==> src/rgbw_pkg.sv <==
// shared types, frame and spi event structs, mode bit positions and pwm constants
`default_nettype none

package rgbw_pkg;

    // one colour level, also used for duty values and the pwm count
    typedef logic [7:0] level_t;

    // raw mode byte as sent by the host
    typedef logic [7:0] mode_t;

    // mode byte bit positions, remaining bits ignored
    // outputs enabled
    localparam int MODE_ENABLE_BIT = 0;
    // levels scaled by intensity
    localparam int MODE_DIM_BIT = 1;
    // pins active low
    localparam int MODE_ACTIVE_LOW_BIT = 2;

    // channel order: red, green, blue, white
    localparam int NUM_CHANNELS = 4;

    // one output pin per channel
    typedef logic [NUM_CHANNELS-1:0] led_t;

    // byte position inside a frame
    typedef logic [2:0] byte_idx_t;

    // mode, intensity, red, green, blue, white
    localparam byte_idx_t FRAME_BYTES = 3'd6;

    // last count of a pwm period, period is PWM_MAX + 1 counts
    localparam level_t PWM_MAX = 8'd254;

    // clocks per pwm count
    localparam int PWM_PRESCALE = 2;

    // active colour frame
    // level[0] red ... level[3] white
    typedef struct packed {
        mode_t                         mode;
        level_t                        intensity;
        level_t [NUM_CHANNELS-1:0]     level;
    } color_frame_t;

    // receiver to frame dispenser
    // both flags are single cycle strobes
    typedef struct packed {
        logic   byte_valid;
        logic   frame_end;
        level_t data;
    } spi_event_t;

endpackage

`default_nettype wire

==> src/spi_rx.sv <==
// spi mode 0 receiver: pin synchronizers, msb-first byte assembly, frame end strobe
`default_nettype none

module spi_rx (
    input  logic                  clk,
    input  logic                  arst_n,
    input  logic                  sck,
    input  logic                  cs_n,
    input  logic                  mosi,
    output rgbw_pkg::spi_event_t  evt
);
    import rgbw_pkg::*;

    // [1:0] two-flop sync, [2] previous value for edge detect
    logic [2:0] sck_sr;
    logic [2:0] cs_sr;
    // mosi only needs the sync stages, kept aligned with sck_sr[1]
    logic [1:0] mosi_sr;

    logic       sck_rise;
    logic       cs_rise;
    logic       cs_active;

    // bits received in the current byte
    logic [2:0] bit_cnt;
    level_t     shift_q;
    level_t     byte_next;

    logic       byte_valid_q;
    logic       frame_end_q;
    level_t     data_q;

    // sck idles low, cs_n idles high in mode 0
    always_ff @(posedge clk or negedge arst_n)
    begin
        if (!arst_n)
        begin
            sck_sr  <= 3'b000;
            cs_sr   <= 3'b111;
            mosi_sr <= 2'b00;
        end
        else
        begin
            sck_sr  <= {sck_sr[1:0], sck};
            cs_sr   <= {cs_sr[1:0], cs_n};
            mosi_sr <= {mosi_sr[0], mosi};
        end
    end

    assign sck_rise  = sck_sr[1] & ~sck_sr[2];
    assign cs_rise   = cs_sr[1] & ~cs_sr[2];
    assign cs_active = ~cs_sr[1];

    // byte as it stands once the current bit is shifted in
    assign byte_next = {shift_q[6:0], mosi_sr[1]};

    // bit counter, cleared while deselected so a cut byte is lost
    always_ff @(posedge clk or negedge arst_n)
    begin
        if (!arst_n)
            bit_cnt <= 3'd0;
        else if (!cs_active)
            bit_cnt <= 3'd0;
        else if (sck_rise)
            bit_cnt <= bit_cnt + 3'd1;
    end

    // sample on sck rise, msb first
    always_ff @(posedge clk)
    begin
        if (cs_active && sck_rise)
            shift_q <= byte_next;
    end

    // strobes land 3 clk after the pin edge
    always_ff @(posedge clk or negedge arst_n)
    begin
        if (!arst_n)
        begin
            byte_valid_q <= 1'b0;
            frame_end_q  <= 1'b0;
        end
        else
        begin
            // eighth bit completes the byte
            byte_valid_q <= cs_active & sck_rise & (bit_cnt == 3'd7);
            frame_end_q  <= cs_rise;
        end
    end

    // completed byte held until the next one
    always_ff @(posedge clk)
    begin
        if (cs_active && sck_rise && bit_cnt == 3'd7)
            data_q <= byte_next;
    end

    assign evt.byte_valid = byte_valid_q;
    assign evt.frame_end  = frame_end_q;
    assign evt.data       = data_q;

endmodule

`default_nettype wire

==> src/frame_dispenser.sv <==
// frame dispenser: byte counting into shadow registers, commit of complete frames
`default_nettype none

module frame_dispenser (
    input  logic                    clk,
    input  logic                    arst_n,
    input  rgbw_pkg::spi_event_t    evt,
    output rgbw_pkg::color_frame_t  frame
);
    import rgbw_pkg::*;

    // bytes seen since the last frame end
    byte_idx_t    byte_cnt;
    // set once a byte arrives past FRAME_BYTES
    logic         overflow;
    logic         frame_full;
    color_frame_t shadow;

    assign frame_full = (byte_cnt == FRAME_BYTES);

    // counter, overflow mark and the active frame
    always_ff @(posedge clk or negedge arst_n)
    begin
        if (!arst_n)
        begin
            byte_cnt <= '0;
            overflow <= 1'b0;
            frame    <= '0;
        end
        else if (evt.frame_end)
        begin
            // short, long or overflowed frames are dropped
            if (frame_full && !overflow)
                frame <= shadow;
            // next frame starts from scratch either way
            byte_cnt <= '0;
            overflow <= 1'b0;
        end
        else if (evt.byte_valid)
        begin
            // saturate, extra bytes only poison the frame
            if (frame_full)
                overflow <= 1'b1;
            else
                byte_cnt <= byte_cnt + 3'd1;
        end
    end

    // shadow fields, byte order mode, intensity, then levels
    always_ff @(posedge clk)
    begin
        if (evt.byte_valid && !evt.frame_end && !frame_full)
        begin
            case (byte_cnt)
                3'd0:
                    shadow.mode <= evt.data;
                3'd1:
                    shadow.intensity <= evt.data;
                default:
                    // levels start at byte 2
                    shadow.level[byte_cnt - 3'd2] <= evt.data;
            endcase
        end
    end

endmodule

`default_nettype wire

==> src/pwm_timebase.sv <==
// pwm time base: clock prescaler, 8-bit period counter and period start strobe
`default_nettype none

module pwm_timebase #(
    parameter int PRESCALE = rgbw_pkg::PWM_PRESCALE
) (
    input  logic              clk,
    input  logic              arst_n,
    output rgbw_pkg::level_t  count,
    output logic              period_start
);
    import rgbw_pkg::*;

    // at least one bit even when PRESCALE is 1
    localparam int PW = (PRESCALE > 1) ? $clog2(PRESCALE) : 1;

    logic [PW-1:0] presc;
    logic          tick;

    // last clock of the current count
    assign tick = (presc == PW'(PRESCALE - 1));

    always_ff @(posedge clk or negedge arst_n)
    begin
        if (!arst_n)
        begin
            presc <= '0;
            count <= '0;
        end
        else
        begin
            presc <= tick ? '0 : presc + 1'b1;
            if (tick)
                // wraps after PWM_MAX, 255 counts per period
                count <= (count == PWM_MAX) ? '0 : count + 8'd1;
        end
    end

    // first clock of count 0
    assign period_start = (count == '0) && (presc == '0);

endmodule

`default_nettype wire

==> src/pwm_channel.sv <==
// pwm channel: effective duty with optional dimming, period latch and compare
`default_nettype none

module pwm_channel (
    input  logic              clk,
    input  logic              arst_n,
    input  rgbw_pkg::level_t  level,
    input  rgbw_pkg::level_t  intensity,
    input  logic              dim,
    input  rgbw_pkg::level_t  count,
    input  logic              period_start,
    output logic              pwm
);
    import rgbw_pkg::*;

    logic [15:0] product;
    level_t      duty_eff;
    // duty in force for the running period
    level_t      duty_q;
    level_t      duty_now;

    // level * intensity / 256 when dimming
    assign product  = level * intensity;
    assign duty_eff = dim ? product[15:8] : level;

    // new duty already applies on the period start clock itself
    assign duty_now = period_start ? duty_eff : duty_q;

    // only sampled on a period boundary so no period gets cut
    always_ff @(posedge clk or negedge arst_n)
    begin
        if (!arst_n)
            duty_q <= '0;
        else if (period_start)
            duty_q <= duty_eff;
    end

    // high while count below duty
    // duty 255 stays high all period since count stops at PWM_MAX
    always_ff @(posedge clk or negedge arst_n)
    begin
        if (!arst_n)
            pwm <= 1'b0;
        else
            pwm <= (count < duty_now);
    end

endmodule

`default_nettype wire

==> src/led_driver.sv <==
// led output stage: enable gating and polarity select in one output register
`default_nettype none

module led_driver (
    input  logic             clk,
    input  logic             arst_n,
    input  rgbw_pkg::led_t   pwm,
    input  rgbw_pkg::mode_t  mode,
    output rgbw_pkg::led_t   led
);
    import rgbw_pkg::*;

    led_t gated;
    led_t led_next;

    // all channels off when disabled
    assign gated = pwm & {NUM_CHANNELS{mode[MODE_ENABLE_BIT]}};

    // active low pins idle high
    assign led_next = mode[MODE_ACTIVE_LOW_BIT] ? ~gated : gated;

    // mode taken straight from the active frame
    always_ff @(posedge clk or negedge arst_n)
    begin
        if (!arst_n)
            led <= '0;
        else
            led <= led_next;
    end

endmodule

`default_nettype wire

==> src/rgbw_controller.sv <==
// rgbw dimmer top: spi receiver, frame dispenser, time base, pwm channels, led driver
`default_nettype none

module rgbw_controller (
    input  logic            clk,
    input  logic            arst_n,
    input  logic            sck,
    input  logic            cs_n,
    input  logic            mosi,
    output rgbw_pkg::led_t  led
);
    import rgbw_pkg::*;

    spi_event_t   evt;
    // committed colour frame
    color_frame_t frame;
    level_t       count;
    logic         period_start;
    // raw channel outputs, index = channel
    led_t         pwm_bits;

    // spi pins to byte and frame strobes
    spi_rx u_spi_rx (
        .clk    (clk),
        .arst_n (arst_n),
        .sck    (sck),
        .cs_n   (cs_n),
        .mosi   (mosi),
        .evt    (evt)
    );

    // bytes to active frame
    frame_dispenser u_frame_dispenser (
        .clk    (clk),
        .arst_n (arst_n),
        .evt    (evt),
        .frame  (frame)
    );

    // shared count for all channels
    pwm_timebase #(
        .PRESCALE (PWM_PRESCALE)
    ) u_pwm_timebase (
        .clk          (clk),
        .arst_n       (arst_n),
        .count        (count),
        .period_start (period_start)
    );

    // red, green, blue, white
    for (genvar ch = 0; ch < NUM_CHANNELS; ch++)
    begin : g_channel
        pwm_channel u_pwm_channel (
            .clk          (clk),
            .arst_n       (arst_n),
            .level        (frame.level[ch]),
            .intensity    (frame.intensity),
            .dim          (frame.mode[MODE_DIM_BIT]),
            .count        (count),
            .period_start (period_start),
            .pwm          (pwm_bits[ch])
        );
    end

    // enable and polarity
    led_driver u_led_driver (
        .clk    (clk),
        .arst_n (arst_n),
        .pwm    (pwm_bits),
        .mode   (frame.mode),
        .led    (led)
    );

endmodule

`default_nettype wire

==> config.mk <==
export PLATFORM = sky130hd
export DESIGN_NAME = rgbw_controller
export DESIGN_NICKNAME = d
export VERILOG_FILES = /design/src/rgbw_pkg.sv /design/src/spi_rx.sv /design/src/frame_dispenser.sv /design/src/pwm_timebase.sv /design/src/pwm_channel.sv /design/src/led_driver.sv /design/src/rgbw_controller.sv
export SDC_FILE = /design/constraint.sdc
export NUM_CORES = 1
export LEC_CHECK = 0
export BUFFER_PORTS_ARGS = -buffer_cell sky130_fd_sc_hd__buf_4
export CORE_MARGIN = 4
export CORE_UTILIZATION = 70
export DETAILED_ROUTE_END_ITERATION = 8
export GPL_TIMING_DRIVEN = 0
export PLACE_DENSITY = 0.87
export SLEW_MARGIN = 10
export SYNTH_ARGS = -nofsm -noshare
export SYNTH_HDL_FRONTEND = slang
export SYNTH_SLANG_ARGS = --single-unit
==> constraint.sdc <==
create_clock -name clk -period 16.5 [get_ports clk]
set_clock_uncertainty 0.1 [all_clocks]
set_input_delay 0.825 -clock clk [delete_from_list [all_inputs] [get_ports clk]]
set_output_delay 0.825 -clock clk [all_outputs]
set_load 0.1 [all_outputs]
# == After elaboration in Yosys (flattened, before gate mapping) ==
# Cells that the tools add are included.
# totals
regBits,167
input_bits,5
out_inout_bits,4
wordCells,108
# op_classes
addsub,5
mul,4
n_lt_le_gt_ge,6
eq_ne,5
muxes,22
bitwise_logic,11
reduce_logical,22
# op_table
operator,n
8-bit two-way mux,10
8-bit by 8-bit multiplier with 16-bit output,4
32-bit bitwise mux,1
8-bit < comparator,4
8-bit demux with 2-bit select,1
3-bit two-way mux,5
2-bit AND reduction,6
"8-bit by 1-bit adder with 8-bit output, second input constant",1
"8-bit equality test, second input constant",1
8-bit logical NOT,1
1-bit logical AND,7
"3-bit by 1-bit adder with 3-bit output, second input constant",2
"3-bit equality test, second input constant",2
2-bit nonzero test,3
1-bit NOT,5
1-bit bitwise AND,4
4-bit bitwise AND,1
1-bit two-way mux,4
4-bit two-way mux,1
4-bit NOT,1
"3-bit by 1-bit equality test with 1-bit output, second input constant",1
"3-bit by 1-bit greater-or-equal comparator with 1-bit output, second input constant",1
1-bit logical NOT,3
3-bit logical NOT,1
other kinds (5),5

# == Logic depth before layout (Yosys ltp) ==
# Gate-level depths: netlist (run 1).
# logic_depth
ltp_word,6
ltp_mapped,25
depth_no_buf,24

# == Hierarchy ==
# From an unflattened synthesis (run 1), not the netlist that was laid out.
# hier_totals
cells_unflattened,1430
hier_area_um2,15543.7
# by_module_without_submodules
mod,instances,cells_each,area_each_um2,seq_area_each_um2
pwm_channel (g_channel[0].u_pwm_channel ...),2,285,2586.2,225.2
frame_dispenser,1,180,3597.2,2742.6
pwm_channel (g_channel[3].u_pwm_channel),1,294,2647.5,225.2
pwm_channel (g_channel[2].u_pwm_channel),1,274,2517.4,225.2
spi_rx,1,45,923.4,779.5
pwm_timebase,1,54,524.3,225.2
led_driver,1,13,161.4,100.1

# == Worst setup path before layout (run 1) ==
# No wires, ideal clock.
# synth_timing
kind,flip-flop to flip-flop
start,register u_frame_dispenser.frame[34] (netlist name)
end,register g_channel[0].u_pwm_channel.pwm
setup_ps,120
arrival_time_ps,5400
required_ps,16280
slack_ps,10880
stages_incl_launch_ff,22
n_path_buf,1
synth_period_minus_slack_ps,5620
path_cell_list,dfrtp_1 clkbuf_1 and2_1 fa_1 fa_1 fa_1 inv_1 fa_1 inv_1 ha_1 and2_1 a22o_1 a311oi_2 o31ai_1 a21oi_1 xnor2_1 a21oi_1 a21oi_1 ha_1 nand4_1 o31a_1 a31o_2
# synth_via
elab_chain_len,4
# synth_rtl
element,line,rtl
8-bit by 8-bit multiplier with 16-bit output,pwm_channel.sv:23,assign product = level * intensity;
8-bit two-way mux,pwm_channel.sv:24,assign duty_eff = dim ? product[15:8] : level;
8-bit two-way mux,pwm_channel.sv:27,assign duty_now = period_start ? duty_eff : duty_q;
8-bit < comparator,pwm_channel.sv:45,pwm <= (count < duty_now);
end signal: assignment,pwm_channel.sv:45,
end: declaration,pwm_channel.sv:12,output logic pwm
# No other way between the ends.
# A chain may end at the register's enable or synchronous reset.

# == Worst setup path after layout (run 1) ==
# layout_timing
start,register u_frame_dispenser.frame[37] (netlist name)
end,register g_channel[1].u_pwm_channel.pwm
# layout_via
elab_chain_len,4
# layout_rtl
element,line
8-bit by 8-bit multiplier with 16-bit output,pwm_channel.sv:23
8-bit two-way mux,pwm_channel.sv:24
8-bit two-way mux,pwm_channel.sv:27
8-bit < comparator,pwm_channel.sv:45
end signal: assignment,pwm_channel.sv:45
end: declaration,pwm_channel.sv:12
# No other way between the ends.

==> impl_metrics.ini, run 1 <==
[drt]
post-route-drc-count = 0
ant_nets = 0
routedWlPerCell_um = 20.8
drtIter0Drc = 823
vias_per_cell = 6.19
drt_first_pass_iters = 5
drt_wl_total_mm = 34.9
vias = 10400

[final_layout]
fillerInstances = 1279
drive_above_1_share_pct = 8.19
layout.cells.non_filler = 1675
nets = 1706
layout_commonest_cell = and2_1
final_cell_mix = 210 x and2_1, 179 x inv_1, 169 x ha_1
area_growth_pct = 6.59
final_area_mm2 = 0.0156
final_util_pct = 76.4
diodes = 0

[placement]
placed_cells = 1643
place_hpwl_mm = 25.8
dpl_cell_area_mm2 = 0.0150
port_buffers = 8
routabilityCongestion = 0.902
place_ws_ps = 9950

[sta]
hold_ws_ps = 258
fin_tns_setup_ps = 0
finalSetupViolCount = 0
tightestPinTransition_ps = 979
report.final.slew_viol_count = 0
fin_crit_ps = 6690
setup_ws_ps = 9810
relSlewSlack_pct = 34.7
hold_viol_final = 0
rsz0062_at_grt = false
fin_crit_sh_pct = 40.5
fmax_ghz = 0.150

[global_route]
top_usage_layer = met2
grt_remaining_overflow = 0
grt_use_met3_pct = 5.17
grt_max_degree = 110
first_global_vias = 11300
grt_usage_pct = 31.0
gr-usage-met2_pct = 52.8
use_met1_pct = 39.3
antenna_found_initial = 0
grt_pass1_wl_mm = 57.5

[clock_tree]
cts_setup_buffers = 0
clk_latency_ps = 430
numCtsBuffers = 17
clk_pin_slew_ps = 70
clockBufferDepth = 2
h-tree-depth = 4
cts_root_buf = clkbuf_16
postCtsResizedCells = 0
hold_buffers = 0
clkSinkCount = 167
cts_tree = done

[floorplanning]
initial_core_util_pct = 71.7
die_x_um = 153
fp.dieArea_mm2 = 0.0233
fp.dieH_um = 153
core_mm2 = 0.0204
core.rowCount = 52
io_pins = 9

[setup_path]
criticalPathCategory = flip-flop to flip-flop
path_common_cell = fa_1
cp.arrival_ps = 6950
cp-end-kind = flip-flop
crit_chain = clkbuf_1 -> nand2_1 -> fa_1 -> fa_1 -> inv_1 -> fa_1 -> fa_1 -> ha_1 -> o21ai_0 -> nor2_1 -> o41ai_2 -> a21oi_2 -> a21oi_1 -> xnor2_1 -> mux2i_1 -> o21a_1 -> ha_1 -> a21o_1 -> a21o_1 -> a221oi_1 -> o21a_1
crit_slowest_cell = o41ai_2
worstPathMaxFanout = 10
start_kind = flip-flop
worst_path_largest_cell_delay_ps = 590
required_ps = 16760

[power_and_ir_drop]
ir_drop_mv = 0.0935
total_power_uw = 816
p_leak_nw = 8.09
power_density_mw_per_mm2 = 52.3

[synthesis]
netlist_area_mm2 = 0.0146
ys_ff_latch = 167
synth_area_per_cell_um2 = 10.7
synthDistinctLibCells = 68
synthCells = 1365
synth_nets = 1679
yosys.area.top_type = fa_1
synth-edff-count = 58
ys_top_cells_by_area = fa_1 19%, dfrtp_1 18%, ha_1 14%
synth_top_area_share_pct = 19.1
synthFlopType = dfrtp_1
seq_area_frac_synth_pct = 30.5
synth-async-reset-ratio_pct = 65.3
yosys_warnings = 0

[flow_run]
drv_cap = 0

[worst_hold_path]
hold_class = flip-flop to flip-flop

[status]
outcome = completed
-- worst paths after layout --
| check | startpoint | endpoint | slack (ps) | cells after the start |
|---|---|---|---|---|
| max in group asynchronous | arst_n | u_frame_dispenser.frame[26] | 15230 | 1 |
| hold / removal | u_spi_rx.cs_sr[0] | u_spi_rx.cs_sr[1] | 260 | 0 |
| hold reg to reg | u_spi_rx.cs_sr[0] | u_spi_rx.cs_sr[1] | 260 | 0 |
| min in group asynchronous | arst_n | u_spi_rx.mosi_sr[1] | 410 | 1 |
| setup reg to reg | u_frame_dispenser.frame[37] | g_channel[1].u_pwm_channel.pwm | 9810 | 21 |
| setup / recovery | u_frame_dispenser.frame[37] | g_channel[1].u_pwm_channel.pwm | 9810 | 21 |
-- power breakdown --
group	internal (mW)	switching [mW]	total [mW]	leakage (nW)
Sequential	0.429	0.00118	0.430	2.01
Clock	0.207	0.171	0.378	0.276
Combinational	0.00125	0.00593	0.00718	5.81
Total	0.637	0.179	0.816	8.09
-- cell usage after synthesis (3+ instances only) --
cell type,count
o31a_1,3
mux2_2,46
clkbuf_8,4
mux2i_1,25
nor2_1,44
o31ai_1,5
dfrtp_1,106
edfxtp_1,58
o21a_1,14
inv_1,179
or3_1,7
nor2b_1,5
ha_1,169
and2_1,210
fa_1,140
a31oi_1,6
clkbuf_1,37
nand2_1,75
nand4b_1,3
nor3_1,12
dfstp_2,3
a21oi_1,47
xor2_1,14
a21o_1,26
nand4_1,8
and3_1,4
buf_1,3
nand3_1,7
a211oi_1,6
a211o_1,4
o21ai_0,22
o21ai_1,3
xnor2_1,22
and2_2,4
-- logic make-up after synthesis --
family	synth area share (%)
muxes	5.25
xor gates and xnor gates	2.15
and+or+nand+nor	14.7
buffers and inverters	6.16
DFF	30.5
AOI/OAI and AO/OA	7.59
adders and majority gates	33.6
-- area by class of cell --
type / instances / area, µm² / area share (%)
Inverter: 180 / 676 / 4.33
Timing Repair Buffer: 8 / 63.8 / 0.409
Buffer: 47 / 226 / 1.45
Clock inverter: 12 / 105 / 0.673
Tap cell: 270 / 338 / 2.16
Clock buffer: 20 / 458 / 2.93
Multi-Input combinational cell: 971 / 9270 / 59.4
Sequential cell: 167 / 4470 / 28.7
-- flip-flops by register name, summed over array words and instances, names as in the netlist, 2 cells and up --
signal	flops
u_spi_rx.data_q	8
u_frame_dispenser.frame	43
u_spi_rx.shift_q	7
u_spi_rx.sck_sr	3
g_channel.u_pwm_channel.duty_q	32
g_channel.u_pwm_channel.pwm	4
u_spi_rx.bit_cnt	3
u_led_driver.led	4
u_frame_dispenser.byte_cnt	3
u_spi_rx.mosi_sr	2
u_spi_rx.cs_sr	3
u_pwm_timebase.count	8
u_frame_dispenser.shadow	43
-- metal layers --
layer	share of wire (%)	wire length (µm)
met5	0	0
met4	4.9	1700
met3	7.4	2570
met2	49	17100
met1	39	13500
-- critical path: cells and delay by family, from the launching register on --
kind                     cells  cell delay, ps
AO/OA/AOI/OAI                9            2170
XOR/XNOR                     1             160
adder cells (fa/ha/maj)      6            2690
buffers and inverters        2             600
flip-flops                   1             500
multiplexers                 1             150
AND/OR/NAND/NOR              2             250
Note: power is estimated with default switching activity, not from simulation.
==> run 2, diff against run 1 <==
--- a/config.mk
+++ b/config.mk
@@ -7,10 +7,10 @@
 export LEC_CHECK = 0
 export BUFFER_PORTS_ARGS = -buffer_cell sky130_fd_sc_hd__buf_4
 export CORE_MARGIN = 4
-export CORE_UTILIZATION = 70
+export CORE_UTILIZATION = 66
 export DETAILED_ROUTE_END_ITERATION = 8
 export GPL_TIMING_DRIVEN = 0
-export PLACE_DENSITY = 0.87
+export PLACE_DENSITY = 0.82
 export SLEW_MARGIN = 10
 export SYNTH_ARGS = -nofsm -noshare
 export SYNTH_HDL_FRONTEND = slang
==> constraint.sdc (replaced) <==
create_clock -name clk -period 6.71 [get_ports clk]
set_clock_uncertainty 0.1 [all_clocks]
set_input_delay 0.3355 -clock clk [delete_from_list [all_inputs] [get_ports clk]]
set_output_delay 0.3355 -clock clk [all_outputs]
set_load 0.1 [all_outputs]
==> run 2 against run 1 <==
Against the previous run:
- flip-flop and latch count unchanged
- sequential share of layout area is 0.23 points lower
- hold slack got worse by 4.5 ps
- register-to-register slack lost 9500 ps
- critical path type unchanged
- first-iteration DRC count down 20%
- power grew to 2.5 times the previous value
- utilization down 4.3 points
- worst setup slack got worse by 9500 ps
- sequential power up 150%
==> impl_metrics.ini, run 2 (same netlist as run 1, synthesis figures left out) <==
[floorplanning]
die_x_um = 157
initial_core_util_pct = 67.1
core.rowCount = 54
io_pins = 9
fp.dieArea_mm2 = 0.0246
core_mm2 = 0.0218
fp.dieH_um = 157

[final_layout]
multiInputGateArea_mm2 = 0.00928
nets = 1710
diodes = 0
final_cell_mix = 210 x and2_1, 179 x inv_1, 169 x ha_1
area_growth_pct = 7.47
top_regs = u_frame_dispenser.frame x43, u_frame_dispenser.shadow x43, g_channel.u_pwm_channel.duty_q x32
drive_above_1_share_pct = 9.44
layout_commonest_cell = and2_1
layout.cells.non_filler = 1689
fillerInstances = 1472
regArea_mm2 = 0.00447

[sta]
hold_viol_final = 0
report.final.slew_viol_count = 0
fmax_ghz = 0.157
fin_crit_ps = 6390
fin_crit_sh_pct = 95.2
relSlewSlack_pct = 33.1
hold_ws_ps = 253
tightestPinTransition_ps = 1000
finalSetupViolCount = 0

[setup_path]
worstPathMaxFanout = 10
cp.arrival_ps = 6650
criticalPathCategory = flip-flop to flip-flop
reg2reg_to = g_channel[1].u_pwm_channel.pwm
start_kind = flip-flop
r2r-start = u_frame_dispenser.frame[37]
rrSetupSlack_ps = 320
cp-end-kind = flip-flop
reg2reg_depth = 20
required_ps = 6970

[global_route]
grt_max_degree = 110
grt_usage_pct = 29.4
first_global_vias = 10800
antenna_found_initial = 0
grt_remaining_overflow = 0
grt_pass1_wl_mm = 55.9

[power_and_ir_drop]
p_leak_nw = 8.19
power_density_mw_per_mm2 = 130
ir_drop_mv = 0.214

[drt]
vias_per_cell = 6.00
post-route-drc-count = 0
vias = 10100
ant_nets = 0
drt_first_pass_iters = 5
drtIter0Drc = 660
routedWlPerCell_um = 20.2
drt_wl_total_mm = 34.1

[worst_hold_path]
whs_path_depth = 0
holdPathEnd = u_spi_rx.mosi_sr[1]
hold_class = flip-flop to flip-flop
hold_start = u_spi_rx.mosi_sr[0]

[clock_tree]
numCtsBuffers = 17
h-tree-depth = 4
cts_root_buf = clkbuf_16
clk_latency_ps = 430
cts_tree = done
clk_pin_slew_ps = 70
clockBufferDepth = 2
clkSinkCount = 167

[placement]
routabilityCongestion = 0.927
port_buffers = 8
place_hpwl_mm = 25.0
placed_cells = 1653

[flow_run]
drv_cap = 0

[status]
outcome = completed
==> run 2: critical path, cell delays in order (launching register included) <==
cell and delay (ps):
dfrtp_1 490, clkbuf_1 440, and2_1 220, fa_1 440, fa_1 540, fa_1 560
inv_1 60, fa_1 530, inv_1 40, ha_1 230, o41ai_2 640, a21oi_2 210
a21oi_1 220, xnor2_1 140, mux2i_1 120, o21a_1 220, ha_1 280, a21o_1 170
a21o_1 180, a221oi_1 300, o21a_1 200
==> run 2: timing repair <==
| item | CTS | global route |
|---|---|---|
| setup endpoints to repair | 0 | 3 |
| endpoints found under the hold margin | 28 | 0 |
| resized for setup | 0 | 34 |
| hold buffers | 4 | 0 |
| setup buffers | 0 | 0 |
==> run 2: routing by layer <==
metal	vias to the layer above	track usage, %	routed length (µm)
li1	4560	-	-
met1	5103	38.9	13900
met2	369	50.2	17000
met3	97	4.21	2050
met4	0	10.5	1160
met5	-	0	0
==> run 2: per-stage QoR <==
step / power, mW / setup TNS, ps / utilization (%) / setup slack [ps] / instance area (µm²)
after detailed placement: 1.10 / 0 / 69.0 / 131 / 15100
after global placement: 1.10 / 0 / 69.0 / 267 / 15100
final: 2.05 / 0 / 72.1 / 320 / 15700
after CTS: 2.05 / 0 / 72.0 / 104 / 15700
after floorplan: 1.08 / 0 / - / 1090 / 14600
after global routing: 2.10 / -17.6 / 72.1 / -17.6 / 15700
==> run 2: final cells by class <==
cell class                 instances  area share (%)
buffer                            47            1.57
clock buffer                      17            2.70
clock inverter                    15            1.16
inverter                         180            4.29
multi-input combinational        971            59.0
sequential                       167            28.4
tap                              280            2.23
timing repair buffer              12           0.660
==> run 2: worst max path at each step <==
stage	from	to	cells past startpoint
final	u_frame_dispenser.frame[37]	g_channel[1].u_pwm_channel.pwm	20
after global routing	u_frame_dispenser.frame[35]	g_channel[0].u_pwm_channel.pwm	23
after CTS	u_frame_dispenser.frame[39]	g_channel[1].u_pwm_channel.pwm	21
after detailed placement	u_frame_dispenser.frame[39]	g_channel[1].u_pwm_channel.pwm	21
after global placement	u_frame_dispenser.frame[38]	g_channel[1].u_pwm_channel.pwm	21
after floorplan	u_frame_dispenser.frame[34]	g_channel[0].u_pwm_channel.pwm	21
==> run 2: where the power goes <==
part	switching [mW]	internal (mW)
registers	0.00272	1.05
logic	0.0154	0.00465
clock network	0.462	0.505
